$ cat src/hw/pet_bus_pkg.sv
`default_nettype none

package pet_bus_pkg;

    // System bus widths
    parameter int ADDR_W = 16;
    parameter int DATA_W = 8;

    // One queued command, packed as {write flag, address, data}
    parameter int CMD_W = ADDR_W + DATA_W + 1;

    // First byte of every SPI frame
    //   NOP   : opcode only
    //   READ  : opcode, address high, address low
    //   WRITE : opcode, address high, address low, data
    // Any other first byte is a one-byte frame and is ignored
    typedef enum logic [7:0] {
        OP_NOP   = 8'h00,
        OP_READ  = 8'h01,
        OP_WRITE = 8'h02
    } cmd_op_e;

    // Bus sequencer phases of one RAM access
    typedef enum logic [1:0] {
        IDLE,
        SETUP,
        STROBE,
        RELEASE
    } seq_state_e;

endpackage

`default_nettype wire

$ cat src/hw/bus_sequencer.sv
`timescale 1ns/1ps
`default_nettype none

module bus_sequencer #(
    parameter int STROBE_CYCLES = 2
) (
    input  logic                           clk16_i,
    input  logic                           arst_n_i,
    input  logic                           empty_i,
    input  logic [pet_bus_pkg::CMD_W-1:0]  cmd_i,
    input  logic [pet_bus_pkg::DATA_W-1:0] bus_data_i,
    output logic                           pop_o,
    output logic [pet_bus_pkg::ADDR_W-1:0] bus_addr_o,
    output logic [pet_bus_pkg::DATA_W-1:0] bus_data_o,
    output logic                           bus_data_oe,
    output logic                           ram_ce_no,
    output logic                           ram_oe_no,
    output logic                           ram_we_no,
    output logic [pet_bus_pkg::DATA_W-1:0] rd_data_o,
    output logic                           rd_valid_o,
    output logic                           ready_no
);
    import pet_bus_pkg::*;

    localparam int CNT_W = (STROBE_CYCLES > 1) ? $clog2(STROBE_CYCLES) : 1;

    seq_state_e       state_q;
    logic [CNT_W-1:0] strobe_cnt;
    logic             wr_q;
    logic             start;
    logic             last_strobe;
    logic             active;

    // New access may begin from idle or straight out of RELEASE
    assign start       = !empty_i && (state_q == IDLE || state_q == RELEASE);
    assign pop_o       = start;
    assign last_strobe = (strobe_cnt == CNT_W'(STROBE_CYCLES - 1));
    assign active      = (state_q != IDLE);

    always_ff @(posedge clk16_i or negedge arst_n_i) begin
        if (!arst_n_i) begin
            state_q    <= IDLE;
            strobe_cnt <= '0;
            wr_q       <= 1'b0;
            rd_valid_o <= 1'b0;
        end else begin
            rd_valid_o <= 1'b0;
            if (start) begin
                wr_q <= cmd_i[CMD_W-1];
            end
            case (state_q)
                IDLE: begin
                    if (start) begin
                        state_q <= SETUP;
                    end
                end
                SETUP: begin
                    strobe_cnt <= '0;
                    state_q    <= STROBE;
                end
                STROBE: begin
                    if (last_strobe) begin
                        state_q    <= RELEASE;
                        rd_valid_o <= !wr_q;
                    end else begin
                        strobe_cnt <= strobe_cnt + 1'b1;
                    end
                end
                RELEASE: begin
                    state_q <= start ? SETUP : IDLE;
                end
                default: begin
                    state_q <= IDLE;
                end
            endcase
        end
    end

    // Address and write data held from SETUP through RELEASE
    always_ff @(posedge clk16_i) begin
        if (start) begin
            bus_addr_o <= cmd_i[CMD_W-2 -: ADDR_W];
            bus_data_o <= cmd_i[DATA_W-1:0];
        end
        if (state_q == STROBE && last_strobe && !wr_q) begin
            rd_data_o <= bus_data_i;
        end
    end

    // Chip enable brackets the OE/WE pulse so WE rises while CE is still low
    assign ram_ce_no   = !active;
    assign ram_oe_no   = !(state_q == STROBE && !wr_q);
    assign ram_we_no   = !(state_q == STROBE && wr_q);
    assign bus_data_oe = active && wr_q;

    // Ready only once nothing is queued or in flight
    assign ready_no = !(empty_i && state_q == IDLE);

endmodule

`default_nettype wire

$ cat src/hw/cmd_fifo.sv
`timescale 1ns/1ps
`default_nettype none

module cmd_fifo #(
    parameter int FIFO_DEPTH = 4
) (
    input  logic                          clk16_i,
    input  logic                          arst_n_i,
    input  logic                          push_i,
    input  logic [pet_bus_pkg::CMD_W-1:0] push_data_i,
    input  logic                          pop_i,
    output logic [pet_bus_pkg::CMD_W-1:0] pop_data_o,
    output logic                          empty_o,
    output logic                          full_o
);
    import pet_bus_pkg::*;

    localparam int PTR_W = (FIFO_DEPTH > 1) ? $clog2(FIFO_DEPTH) : 1;
    localparam int CNT_W = $clog2(FIFO_DEPTH + 1);

    logic [CMD_W-1:0] mem [FIFO_DEPTH];
    logic [PTR_W-1:0] wr_ptr;
    logic [PTR_W-1:0] rd_ptr;
    logic [CNT_W-1:0] count;
    logic             do_push;
    logic             do_pop;

    // Wrap explicitly so any depth works, not only powers of two
    function automatic logic [PTR_W-1:0] next_ptr(input logic [PTR_W-1:0] ptr);
        if (ptr == PTR_W'(FIFO_DEPTH - 1)) begin
            return '0;
        end
        return ptr + 1'b1;
    endfunction

    assign empty_o = (count == '0);
    assign full_o  = (count == CNT_W'(FIFO_DEPTH));
    assign do_push = push_i && !full_o;
    assign do_pop  = pop_i && !empty_o;

    // Head entry is always on the output
    assign pop_data_o = mem[rd_ptr];

    always_ff @(posedge clk16_i or negedge arst_n_i) begin
        if (!arst_n_i) begin
            wr_ptr <= '0;
            rd_ptr <= '0;
            count  <= '0;
        end else begin
            if (do_push) begin
                wr_ptr <= next_ptr(wr_ptr);
            end
            if (do_pop) begin
                rd_ptr <= next_ptr(rd_ptr);
            end
            case ({do_push, do_pop})
                2'b10:   count <= count + 1'b1;
                2'b01:   count <= count - 1'b1;
                default: count <= count;
            endcase
        end
    end

    always_ff @(posedge clk16_i) begin
        if (do_push) begin
            mem[wr_ptr] <= push_data_i;
        end
    end

endmodule

`default_nettype wire

$ cat src/hw/pet_bus_bridge.sv
`timescale 1ns/1ps
`default_nettype none

module pet_bus_bridge #(
    parameter int FIFO_DEPTH    = 4,
    parameter int STROBE_CYCLES = 2
) (
    input  logic                           clk16_i,
    input  logic                           arst_n_i,

    // SPI1 from the MCU
    input  logic                           spi1_sck_i,
    input  logic                           spi1_cs_ni,
    input  logic                           spi1_mcu_tx_i,
    output logic                           spi1_mcu_rx_o,
    output logic                           spi1_mcu_rx_oe,
    output logic                           spi_ready_no,

    // System bus
    input  logic [pet_bus_pkg::DATA_W-1:0] bus_data_i,
    output logic [pet_bus_pkg::ADDR_W-1:0] bus_addr_o,
    output logic [pet_bus_pkg::DATA_W-1:0] bus_data_o,
    output logic                           bus_data_oe,

    // RAM strobes
    output logic                           ram_ce_no,
    output logic                           ram_oe_no,
    output logic                           ram_we_no
);
    import pet_bus_pkg::*;

    logic [DATA_W-1:0] rx_byte;
    logic              rx_valid;
    logic              frame_start;
    logic [DATA_W-1:0] tx_byte;
    logic              push;
    logic [CMD_W-1:0]  push_data;
    logic              full;
    logic              pop;
    logic              empty;
    logic [CMD_W-1:0]  pop_data;
    logic [DATA_W-1:0] rd_data;
    logic              rd_valid;

    // MISO driven only while selected
    assign spi1_mcu_rx_oe = !spi1_cs_ni;

    spi_byte u_spi_byte (
        .clk16_i      (clk16_i),
        .arst_n_i     (arst_n_i),
        .spi_cs_ni    (spi1_cs_ni),
        .spi_sck_i    (spi1_sck_i),
        .spi_rx_i     (spi1_mcu_tx_i),
        .tx_byte_i    (tx_byte),
        .spi_tx_o     (spi1_mcu_rx_o),
        .rx_byte_o    (rx_byte),
        .valid_o      (rx_valid),
        .frame_start_o(frame_start)
    );

    spi_cmd_decoder u_decoder (
        .clk16_i      (clk16_i),
        .arst_n_i     (arst_n_i),
        .rx_byte_i    (rx_byte),
        .rx_valid_i   (rx_valid),
        .frame_start_i(frame_start),
        .full_i       (full),
        .rd_data_i    (rd_data),
        .rd_valid_i   (rd_valid),
        .push_o       (push),
        .push_data_o  (push_data),
        .tx_byte_o    (tx_byte)
    );

    cmd_fifo #(
        .FIFO_DEPTH(FIFO_DEPTH)
    ) u_fifo (
        .clk16_i    (clk16_i),
        .arst_n_i   (arst_n_i),
        .push_i     (push),
        .push_data_i(push_data),
        .pop_i      (pop),
        .pop_data_o (pop_data),
        .empty_o    (empty),
        .full_o     (full)
    );

    bus_sequencer #(
        .STROBE_CYCLES(STROBE_CYCLES)
    ) u_sequencer (
        .clk16_i    (clk16_i),
        .arst_n_i   (arst_n_i),
        .empty_i    (empty),
        .cmd_i      (pop_data),
        .bus_data_i (bus_data_i),
        .pop_o      (pop),
        .bus_addr_o (bus_addr_o),
        .bus_data_o (bus_data_o),
        .bus_data_oe(bus_data_oe),
        .ram_ce_no  (ram_ce_no),
        .ram_oe_no  (ram_oe_no),
        .ram_we_no  (ram_we_no),
        .rd_data_o  (rd_data),
        .rd_valid_o (rd_valid),
        .ready_no   (spi_ready_no)
    );

endmodule

`default_nettype wire

$ cat src/hw/spi_byte.sv
`timescale 1ns/1ps
`default_nettype none

module spi_byte (
    input  logic                           clk16_i,
    input  logic                           arst_n_i,
    input  logic                           spi_cs_ni,
    input  logic                           spi_sck_i,
    input  logic                           spi_rx_i,
    input  logic [pet_bus_pkg::DATA_W-1:0] tx_byte_i,
    output logic                           spi_tx_o,
    output logic [pet_bus_pkg::DATA_W-1:0] rx_byte_o,
    output logic                           valid_o,
    output logic                           frame_start_o
);
    import pet_bus_pkg::*;

    localparam int BIT_W = $clog2(DATA_W);

    // Two flop synchronisers, plus one more flop of history for edges
    logic [1:0]        sck_sync;
    logic [1:0]        cs_sync;
    logic [1:0]        mosi_sync;
    logic              sck_prev;
    logic              cs_prev;

    logic              selected;
    logic              sck_rise;
    logic              sck_fall;
    logic              cs_fall;
    logic              byte_done;

    logic [BIT_W-1:0]  bit_cnt;
    logic [DATA_W-2:0] rx_shift;
    logic [DATA_W-1:0] tx_shift;

    always_ff @(posedge clk16_i or negedge arst_n_i) begin
        if (!arst_n_i) begin
            sck_sync  <= '0;
            cs_sync   <= '1;
            mosi_sync <= '0;
            sck_prev  <= 1'b0;
            cs_prev   <= 1'b1;
        end else begin
            sck_sync  <= {sck_sync[0], spi_sck_i};
            cs_sync   <= {cs_sync[0], spi_cs_ni};
            mosi_sync <= {mosi_sync[0], spi_rx_i};
            sck_prev  <= sck_sync[1];
            cs_prev   <= cs_sync[1];
        end
    end

    assign selected  = !cs_sync[1];
    assign sck_rise  = selected && sck_sync[1] && !sck_prev;
    assign sck_fall  = selected && !sck_sync[1] && sck_prev;
    assign cs_fall   = cs_prev && !cs_sync[1];
    assign byte_done = sck_rise && (bit_cnt == BIT_W'(DATA_W - 1));

    always_ff @(posedge clk16_i or negedge arst_n_i) begin
        if (!arst_n_i) begin
            bit_cnt       <= '0;
            valid_o       <= 1'b0;
            frame_start_o <= 1'b0;
        end else begin
            valid_o       <= byte_done;
            frame_start_o <= cs_fall;
            if (!selected) begin
                // CS high throws away a partial byte
                bit_cnt <= '0;
            end else if (sck_rise) begin
                bit_cnt <= bit_cnt + 1'b1;
            end
        end
    end

    // Mode 0: sample MOSI on rising SCK, advance MISO on falling SCK
    always_ff @(posedge clk16_i) begin
        if (sck_rise) begin
            rx_shift <= {rx_shift[DATA_W-3:0], mosi_sync[1]};
        end
        if (byte_done) begin
            rx_byte_o <= {rx_shift, mosi_sync[1]};
        end
        if (cs_fall || byte_done) begin
            tx_shift <= tx_byte_i;
        end else if (sck_fall && bit_cnt != '0) begin
            // The falling edge that closes a byte would eat the fresh MSB
            tx_shift <= {tx_shift[DATA_W-2:0], 1'b0};
        end
    end

    assign spi_tx_o = tx_shift[DATA_W-1];

endmodule

`default_nettype wire

$ cat src/hw/spi_cmd_decoder.sv
`timescale 1ns/1ps
`default_nettype none

module spi_cmd_decoder (
    input  logic                           clk16_i,
    input  logic                           arst_n_i,
    input  logic [pet_bus_pkg::DATA_W-1:0] rx_byte_i,
    input  logic                           rx_valid_i,
    input  logic                           frame_start_i,
    input  logic                           full_i,
    input  logic [pet_bus_pkg::DATA_W-1:0] rd_data_i,
    input  logic                           rd_valid_i,
    output logic                           push_o,
    output logic [pet_bus_pkg::CMD_W-1:0]  push_data_o,
    output logic [pet_bus_pkg::DATA_W-1:0] tx_byte_o
);
    import pet_bus_pkg::*;

    // Index of the next byte expected in the current frame
    logic [1:0]        byte_idx;
    cmd_op_e           op_q;
    logic [DATA_W-1:0] addr_hi_q;
    logic [DATA_W-1:0] addr_lo_q;

    logic              frame_done;
    logic [CMD_W-1:0]  cmd_d;

    // A read ends on the low address byte, a write on its data byte
    always_comb begin
        frame_done = 1'b0;
        cmd_d      = '0;
        if (rx_valid_i) begin
            if (byte_idx == 2'd2 && op_q == OP_READ) begin
                frame_done = 1'b1;
                cmd_d      = {1'b0, addr_hi_q, rx_byte_i, {DATA_W{1'b0}}};
            end else if (byte_idx == 2'd3) begin
                frame_done = 1'b1;
                cmd_d      = {1'b1, addr_hi_q, addr_lo_q, rx_byte_i};
            end
        end
    end

    always_ff @(posedge clk16_i or negedge arst_n_i) begin
        if (!arst_n_i) begin
            byte_idx  <= 2'd0;
            op_q      <= OP_NOP;
            push_o    <= 1'b0;
            tx_byte_o <= '0;
        end else begin
            // Full FIFO drops the whole frame
            push_o <= frame_done && !full_i;

            if (rd_valid_i) begin
                tx_byte_o <= rd_data_i;
            end

            if (frame_start_i) begin
                // New CS low restarts, discarding anything cut short
                byte_idx <= 2'd0;
            end else if (rx_valid_i) begin
                case (byte_idx)
                    2'd0: begin
                        op_q <= cmd_op_e'(rx_byte_i);
                        case (cmd_op_e'(rx_byte_i))
                            OP_READ, OP_WRITE: byte_idx <= 2'd1;
                            default:           byte_idx <= 2'd0;
                        endcase
                    end
                    2'd1: begin
                        byte_idx <= 2'd2;
                    end
                    2'd2: begin
                        byte_idx <= (op_q == OP_READ) ? 2'd0 : 2'd3;
                    end
                    default: begin
                        byte_idx <= 2'd0;
                    end
                endcase
            end
        end
    end

    always_ff @(posedge clk16_i) begin
        if (rx_valid_i && byte_idx == 2'd1) begin
            addr_hi_q <= rx_byte_i;
        end
        if (rx_valid_i && byte_idx == 2'd2) begin
            addr_lo_q <= rx_byte_i;
        end
        if (frame_done) begin
            push_data_o <= cmd_d;
        end
    end

endmodule

`default_nettype wire

$ cat config.mk
export PLATFORM = sky130hd
export DESIGN_NAME = pet_bus_bridge
export DESIGN_NICKNAME = d
export VERILOG_FILES = /design/src/hw/pet_bus_pkg.sv /design/src/hw/bus_sequencer.sv /design/src/hw/cmd_fifo.sv /design/src/hw/pet_bus_bridge.sv /design/src/hw/spi_byte.sv /design/src/hw/spi_cmd_decoder.sv
export SDC_FILE = /design/constraint.sdc
export NUM_CORES = 1
export LEC_CHECK = 0
export BUFFER_PORTS_ARGS = -buffer_cell sky130_fd_sc_hd__clkbuf_2
export CORE_UTILIZATION = 60
export CTS_CLUSTER_SIZE = 16
export DETAILED_ROUTE_END_ITERATION = 16
export PLACE_DENSITY = 0.78
export SYNTH_ARGS = -nofsm -noshare
export SYNTH_HDL_FRONTEND = slang
export SYNTH_SLANG_ARGS = --single-unit
$ cat constraint.sdc
create_clock -name clk16_i -period 3.3 [get_ports clk16_i]
set_clock_uncertainty 0.2 [all_clocks]
set_input_delay 0 -clock clk16_i [delete_from_list [all_inputs] [get_ports clk16_i]]
set_output_delay 0 -clock clk16_i [all_outputs]
set_load 0.05 [all_outputs]
[Word level (Yosys, flattened, before mapping)]
Memories as Yosys holds them, arrays and structs flattened.
Cells that the tools add are included.
Word-level totals
  bits in writable memories: 100
  memories kept: 1
  bits in read-only memories: 0
  bits in registers: 140
  input port bits: 13
  output and inout port bits: 31
  latch bits: 0
Operators by class
  shift-type cells: 0
  $lt $le $gt $ge: 0
  multiplexer cells: 33
  add/sub/neg operators: 6
  multiply operators: 0
  equality and inequality tests: 17
  reductions and logical operators: 48
  div/mod/pow operators: 0
  bitwise gates (word level): 3
Memory list
  u_fifo.mem: words 4, width 25, read ports 1, clocked after Yosys merged registers in 0, wr ports 1, line cmd_fifo.sv:21  | logic [CMD_W-1:0] mem [FIFO_DEPTH];
Operator list (number)
  2-to-1 mux 25 bit: 1
  2-to-1 mux 24 bit: 1
  logical AND 1 bit: 20
  2-to-1 mux 2 bit: 9
  == test 8 x 1 -> 1 bit, second input constant: 2
  2-to-1 mux 8 bit: 2
  == test 2 bit, second input constant: 7
  2-to-1 mux 1 bit: 14
  nonzero test 2 bit: 6
  zero test 1 bit: 11
  == test 8 x 2 -> 1 bit, second input constant: 1
  one-hot mux 2 bit (4 select lines): 1
  adder 3 x 1 -> 3 bit, second input constant: 2
  == test 2 x 1 -> 1 bit, second input constant: 3
  == test 3 bit, second input constant: 2
  2-to-1 mux 3 bit: 2
  one-hot mux 2 bit (3 select lines): 1
  one-hot mux 3 bit (2 select lines): 1
  adder 2 x 1 -> 2 bit, second input constant: 2
  zero test 2 bit: 2
  OR reduction 2 bit: 2
  zero test 3 bit: 1
  inverter 1 bit: 3
  AND reduction 3 bit: 1
  other kinds (9): 10

[Depth between registers and ports, before layout]
  depth in word-level cells: 6
  mapped depth: 9
  mapped depth without buffers: 9

[Hierarchy]
A second synthesis with hierarchy kept.
Second synthesis, totals
  cell total of the unflattened synthesis: 425
  area, all modules: 8918.6 um^2
By module, submodules not included
  cmd_fifo: cells an instance 171, instances 1, area an instance 4105.2 um^2
  spi_cmd_decoder: cells an instance 124, instances 1, area an instance 2248.4 um^2
  spi_byte: cells an instance 68, instances 1, area an instance 1296.2 um^2
  bus_sequencer: cells an instance 61, instances 1, area an instance 1265.0 um^2
  pet_bus_bridge: cells an instance 1, instances 1, area an instance 3.8 um^2

[Worst setup path after synthesis]
Ideal clock, no wire load.
  path kind: register to register
  start point: register u_sequencer.state_q[0]
  end point: register u_sequencer.bus_addr_o[0] (netlist bit), enable pin
  setup slack: 875 ps
  period minus slack after synthesis: 2425 ps
  path buffers: 0
  arrival time: 1820 ps
  cell stages (with the launch flop): 4
  data required time: 2695 ps
  cell sequence: dfrtp_1 > inv_1 > ha_1 > nor2_1
Between the ends
  longest elaborated chain between the ends: 3
  elaborated cells on any way between the ends: 4
  classes of those cells: eq/ne (1); reduce/logical (3)
RTL lines
  start: declaration: line bus_sequencer.sv:27  | seq_state_e state_q;
  start signal: assignment: line bus_sequencer.sv:70  | state_q <= start ? SETUP : IDLE;
  == test 2 bit or zero test 2 bit (tied branches): line bus_sequencer.sv:35  | assign start = !empty_i && (state_q == IDLE || state_q == RELEASE);
  logical OR 1 bit *: line bus_sequencer.sv:35
  logical AND 1 bit *: line bus_sequencer.sv:35
  end signal: assignment: line bus_sequencer.sv:82  | bus_addr_o <= cmd_i[CMD_W-2 -: ADDR_W];
  end: declaration: line bus_sequencer.sv:13  | output logic [pet_bus_pkg::ADDR_W-1:0] bus_addr_o,
Every way passes the cells marked *; elsewhere a longest branch is shown, timed or not.
A chain may end at the register's enable or synchronous reset.

[Worst setup path after layout]
  start point: register u_sequencer.state_q[1]
  end point: register u_fifo.count[2]
Between the ends
  longest elaborated chain between the ends: 6
  elaborated cells on any way between the ends: 9
  classes of those cells: eq/ne (3); mux (1); reduce/logical (5)
RTL lines
  == test 2 bit or zero test 2 bit (tied branches): line bus_sequencer.sv:35
  logical OR 1 bit *: line bus_sequencer.sv:35
  logical AND 1 bit *: line bus_sequencer.sv:35
  logical AND 1 bit *: line cmd_fifo.sv:39  | assign do_pop = pop_i && !empty_o;
  net u_fifo.do_pop: line cmd_fifo.sv:26  | logic do_pop;
  == test 2 x 1 -> 1 bit or == test 2 bit (tied branches): line cmd_fifo.sv:56  | case ({do_push, do_pop})
  one-hot mux 3 bit (2 select lines) or nonzero test 2 bit (tied branches)
  end signal: assignment: line cmd_fifo.sv:57  | 2'b10: count <= count + 1'b1;
  end signal: assignment: line cmd_fifo.sv:58  | 2'b01: count <= count - 1'b1;
  end signal: assignment: line cmd_fifo.sv:59  | default: count <= count;
  end: declaration: line cmd_fifo.sv:24  | logic [CNT_W-1:0] count;
Mark *: on every way through the listed nets, which the timed path passes. The rest lies on a longest branch.

==> flow_metrics.tcl <==
set metrics [dict create \
    drcViolationCount 0 \
    synth_edf_count 196 \
    ys_ff_latch 240 \
    start_kind "flop" \
    syn_inst 422 \
    grt_antenna_before_repair 0 \
    synth_top_area_cell "edfxtp_1" \
    num_io_pins 44 \
    area_growth_syn_to_layout_pct 15.4 \
    coreArea_um2 14100 \
    die_w_um 123 \
    min_period_ns 2.51 \
    ys_types 42 \
    finalSetupViolations 0 \
    tns_ns 0 \
    nNetsFinal 532 \
    finalWeightedCongestion 0.799 \
    syn_nets 448 \
    totalWireLength_um 13900 \
    io_buffers 43 \
    syn_area_um2 8790 \
    dp_hpwl_um 8130 \
    synth_area_leaders "edfxtp_1 (67%), dfrtp_1 (12%), mux4_2 (6.4%)" \
    grt-busiest-layer "met2" \
    drt-pass1-iter-count 5 \
    seq_area_frac_synth 0.795 \
    track_usage 0.197 \
    overflow 0 \
    irDropWorstVdd_uv 494 \
    synth-warning-count 0 \
    htreeDepth 1 \
    row_count 43 \
    first_iter_violations 250 \
    clk_pin_slew_ns 0.06 \
    cp_max_fo 6 \
    leakagePower_nw 3.10 \
    wl_per_cell_um 19.7 \
    rsz0062_at_grt "false" \
    clockBufferDepth 3 \
    arrival_ns 2.74 \
    die_height_um 123 \
    num_vias 3913 \
    outcome "finished clean" \
    yosys_most_used_dff "edfxtp_1" \
    ant_nets 0 \
    hold_class "in2reg" \
    viasPerCell 5.57 \
    grt_max_degree 45 \
    hold_violations 0 \
    drive_gt1_frac 0.283 \
    synthArstFlopShare 0.183 \
    syn_avg_cell_area_um2 20.8 \
    cts_tree "yes" \
    numCtsBuffers 24 \
    holdWs_ns 0.0107 \
    start_util 0.624 \
    slew_headroom 0.287 \
    n_antenna_cell 0 \
    met3_usage 0.0369 \
    powerDensity_nw_per_um2 575 \
    root_buffer "clkbuf_16" \
    clock-sinks 240 \
    grt_util_met1 0.247 \
    max_freq_mhz 398 \
    yosysTopAreaCellShare 0.669 \
    fin_crit_sh 0.761 \
    dieArea_um2 15100 \
    crit_required_ns 3.53 \
    grt_pass1_wl_um 21900 \
    use_met2 0.347 \
    worstMarginPinSlew_ns 1.07 \
    clock_latency_ns 0.51 \
    drv_slew 0 \
    grt_pass1_vias 4163 \
    finalPower_w 0.00583 \
    critical_path_class "reg2reg" \
    cap_viol_max_count 0 \
    end_kind "flop" \
]
## registers in the layout, summed over array words and instances (netlist names), 2 cells and up
name                    count
u_decoder.byte_idx          2
u_spi_byte.rx_byte_o        8
u_decoder.op_q              8
u_spi_byte.sck_sync         2
u_sequencer.rd_data_o       8
u_spi_byte.bit_cnt          3
u_fifo.rd_ptr               2
u_decoder.addr_hi_q         8
u_spi_byte.rx_shift         7
u_spi_byte.tx_shift         8
u_sequencer.bus_addr_o     16
u_fifo.mem                100
u_sequencer.state_q         2
u_decoder.addr_lo_q         8
u_spi_byte.cs_sync          2
u_decoder.tx_byte_o         8
u_decoder.push_data_o      25
u_fifo.count                3
u_spi_byte.mosi_sync        2
u_sequencer.bus_data_o      8
u_fifo.wr_ptr               2
## timing repair
item	in CTS	in global routing
hold buffers	17	0
resized for setup	0	0
hold endpoints to repair	52	0
setup buffers	0	0
## layer usage
layer  share of wire  routed length, um  up-vias
met4           0.022                302        0
met5               0                  0        -
li1                -                  -     1806
met3           0.039                537       24
met1            0.42               5820     1995
met2            0.52               7210       88
## final timing paths
path	cells past startpoint	slack (ns)	to	startpoint
worst max register to register	9	0.79	u_fifo.count[2]	u_sequencer.state_q[1]
worst min register to register	0	0.15	u_spi_byte.mosi_sync[1]	u_spi_byte.mosi_sync[0]
worst max-delay path	9	0.79	u_fifo.count[2]	u_sequencer.state_q[1]
min in group asynchronous	2	0.02	u_decoder.tx_byte_o[0]	arst_n_i
max in group asynchronous	2	2.22	u_spi_byte.sck_sync[0]	arst_n_i
worst min-delay path	2	0.01	u_sequencer.rd_data_o[5]	bus_data_i[5]
## stage by stage
step / utilization / setup slack, ns / cells / area (um^2)
final: 0.720 / 0.789 / 703 / 10100
after floorplan: - / 0.875 / 422 / 8790
after global routing: 0.720 / 0.665 / 703 / 10100
after detailed placement: 0.656 / 0.802 / 643 / 9240
after CTS: 0.720 / 0.786 / 703 / 10100
after global placement: 0.656 / 0.920 / 643 / 9240
## worst max-delay path: stages (launching register included)
cell and delay (ns):
dfrtp_1 0.42, inv_1 0.07, ha_1 0.36, nor2_1 0.31, ha_1 0.24, inv_1 0.06, fa_1 0.37, xor2_1 0.15
nor2_1 0.11, xor2_1 0.15
## power by group
part / switching, W / internal [W]
clock: 0.00105 / 0.00145
combinational: 0.0000325 / 0.0000300
sequential: 0.00000867 / 0.00326
## cells in the mapped netlist (all sizes together), types with 2 or more instances
cell type / instances
a21oi: 4
nor3b: 2
clkbuf: 3
nand2: 5
dfstp: 3
nor4b: 2
mux2i: 2
nand2b: 2
and3: 2
a22o: 8
edfxtp: 196
nor4: 3
o21ai: 2
mux4: 25
nor2b: 12
xor2: 2
nor3: 2
nand3b: 2
ha: 12
inv: 14
and2: 14
nor2: 13
dfrtp: 41
mux2: 29
buf: 8
xnor2: 3
## area by class of cell
class	count	area, um^2
Multi-Input combinational cell	157	1690
Inverter	14	52.6
Timing Repair Buffer	69	453
Tap cell	180	225
Fill cell	845	3950
Sequential cell	240	6990
Clock inverter	8	37.5
Clock buffer	35	694
## layout by cell type, fill, tap and decap left out, types with 4 or more instances in the layout
cell	Yosys	routed
nor2_1	13	12
edfxtp_1	196	196
clkbuf_2	0	43
nand2_1	5	5
clkinv_1	0	4
clkbuf_16	0	26
dfrtp_1	41	41
a22o_1	8	8
mux4_2	25	25
clkbuf_1	3	8
buf_4	2	9
dlygate4sd3_1	0	17
and2_1	14	14
nor2b_1	12	12
inv_1	14	14
mux2_2	29	29
ha_1	12	12
## cells by family (layout without fill, tap and decap cells)
family,Yosys count,after routing,share of synthesized area
DFF,240,240,0.795
muxes,56,56,0.103
adders and majority gates,13,13,0.0194
and+or+nand+nor,63,63,0.0462
xor gates and xnor gates,5,5,0.00498
buffers and inverters,25,126,0.0131
AOI/OAI and AO/OA,20,20,0.0178
Note: power is estimated with default switching activity, not from simulation.
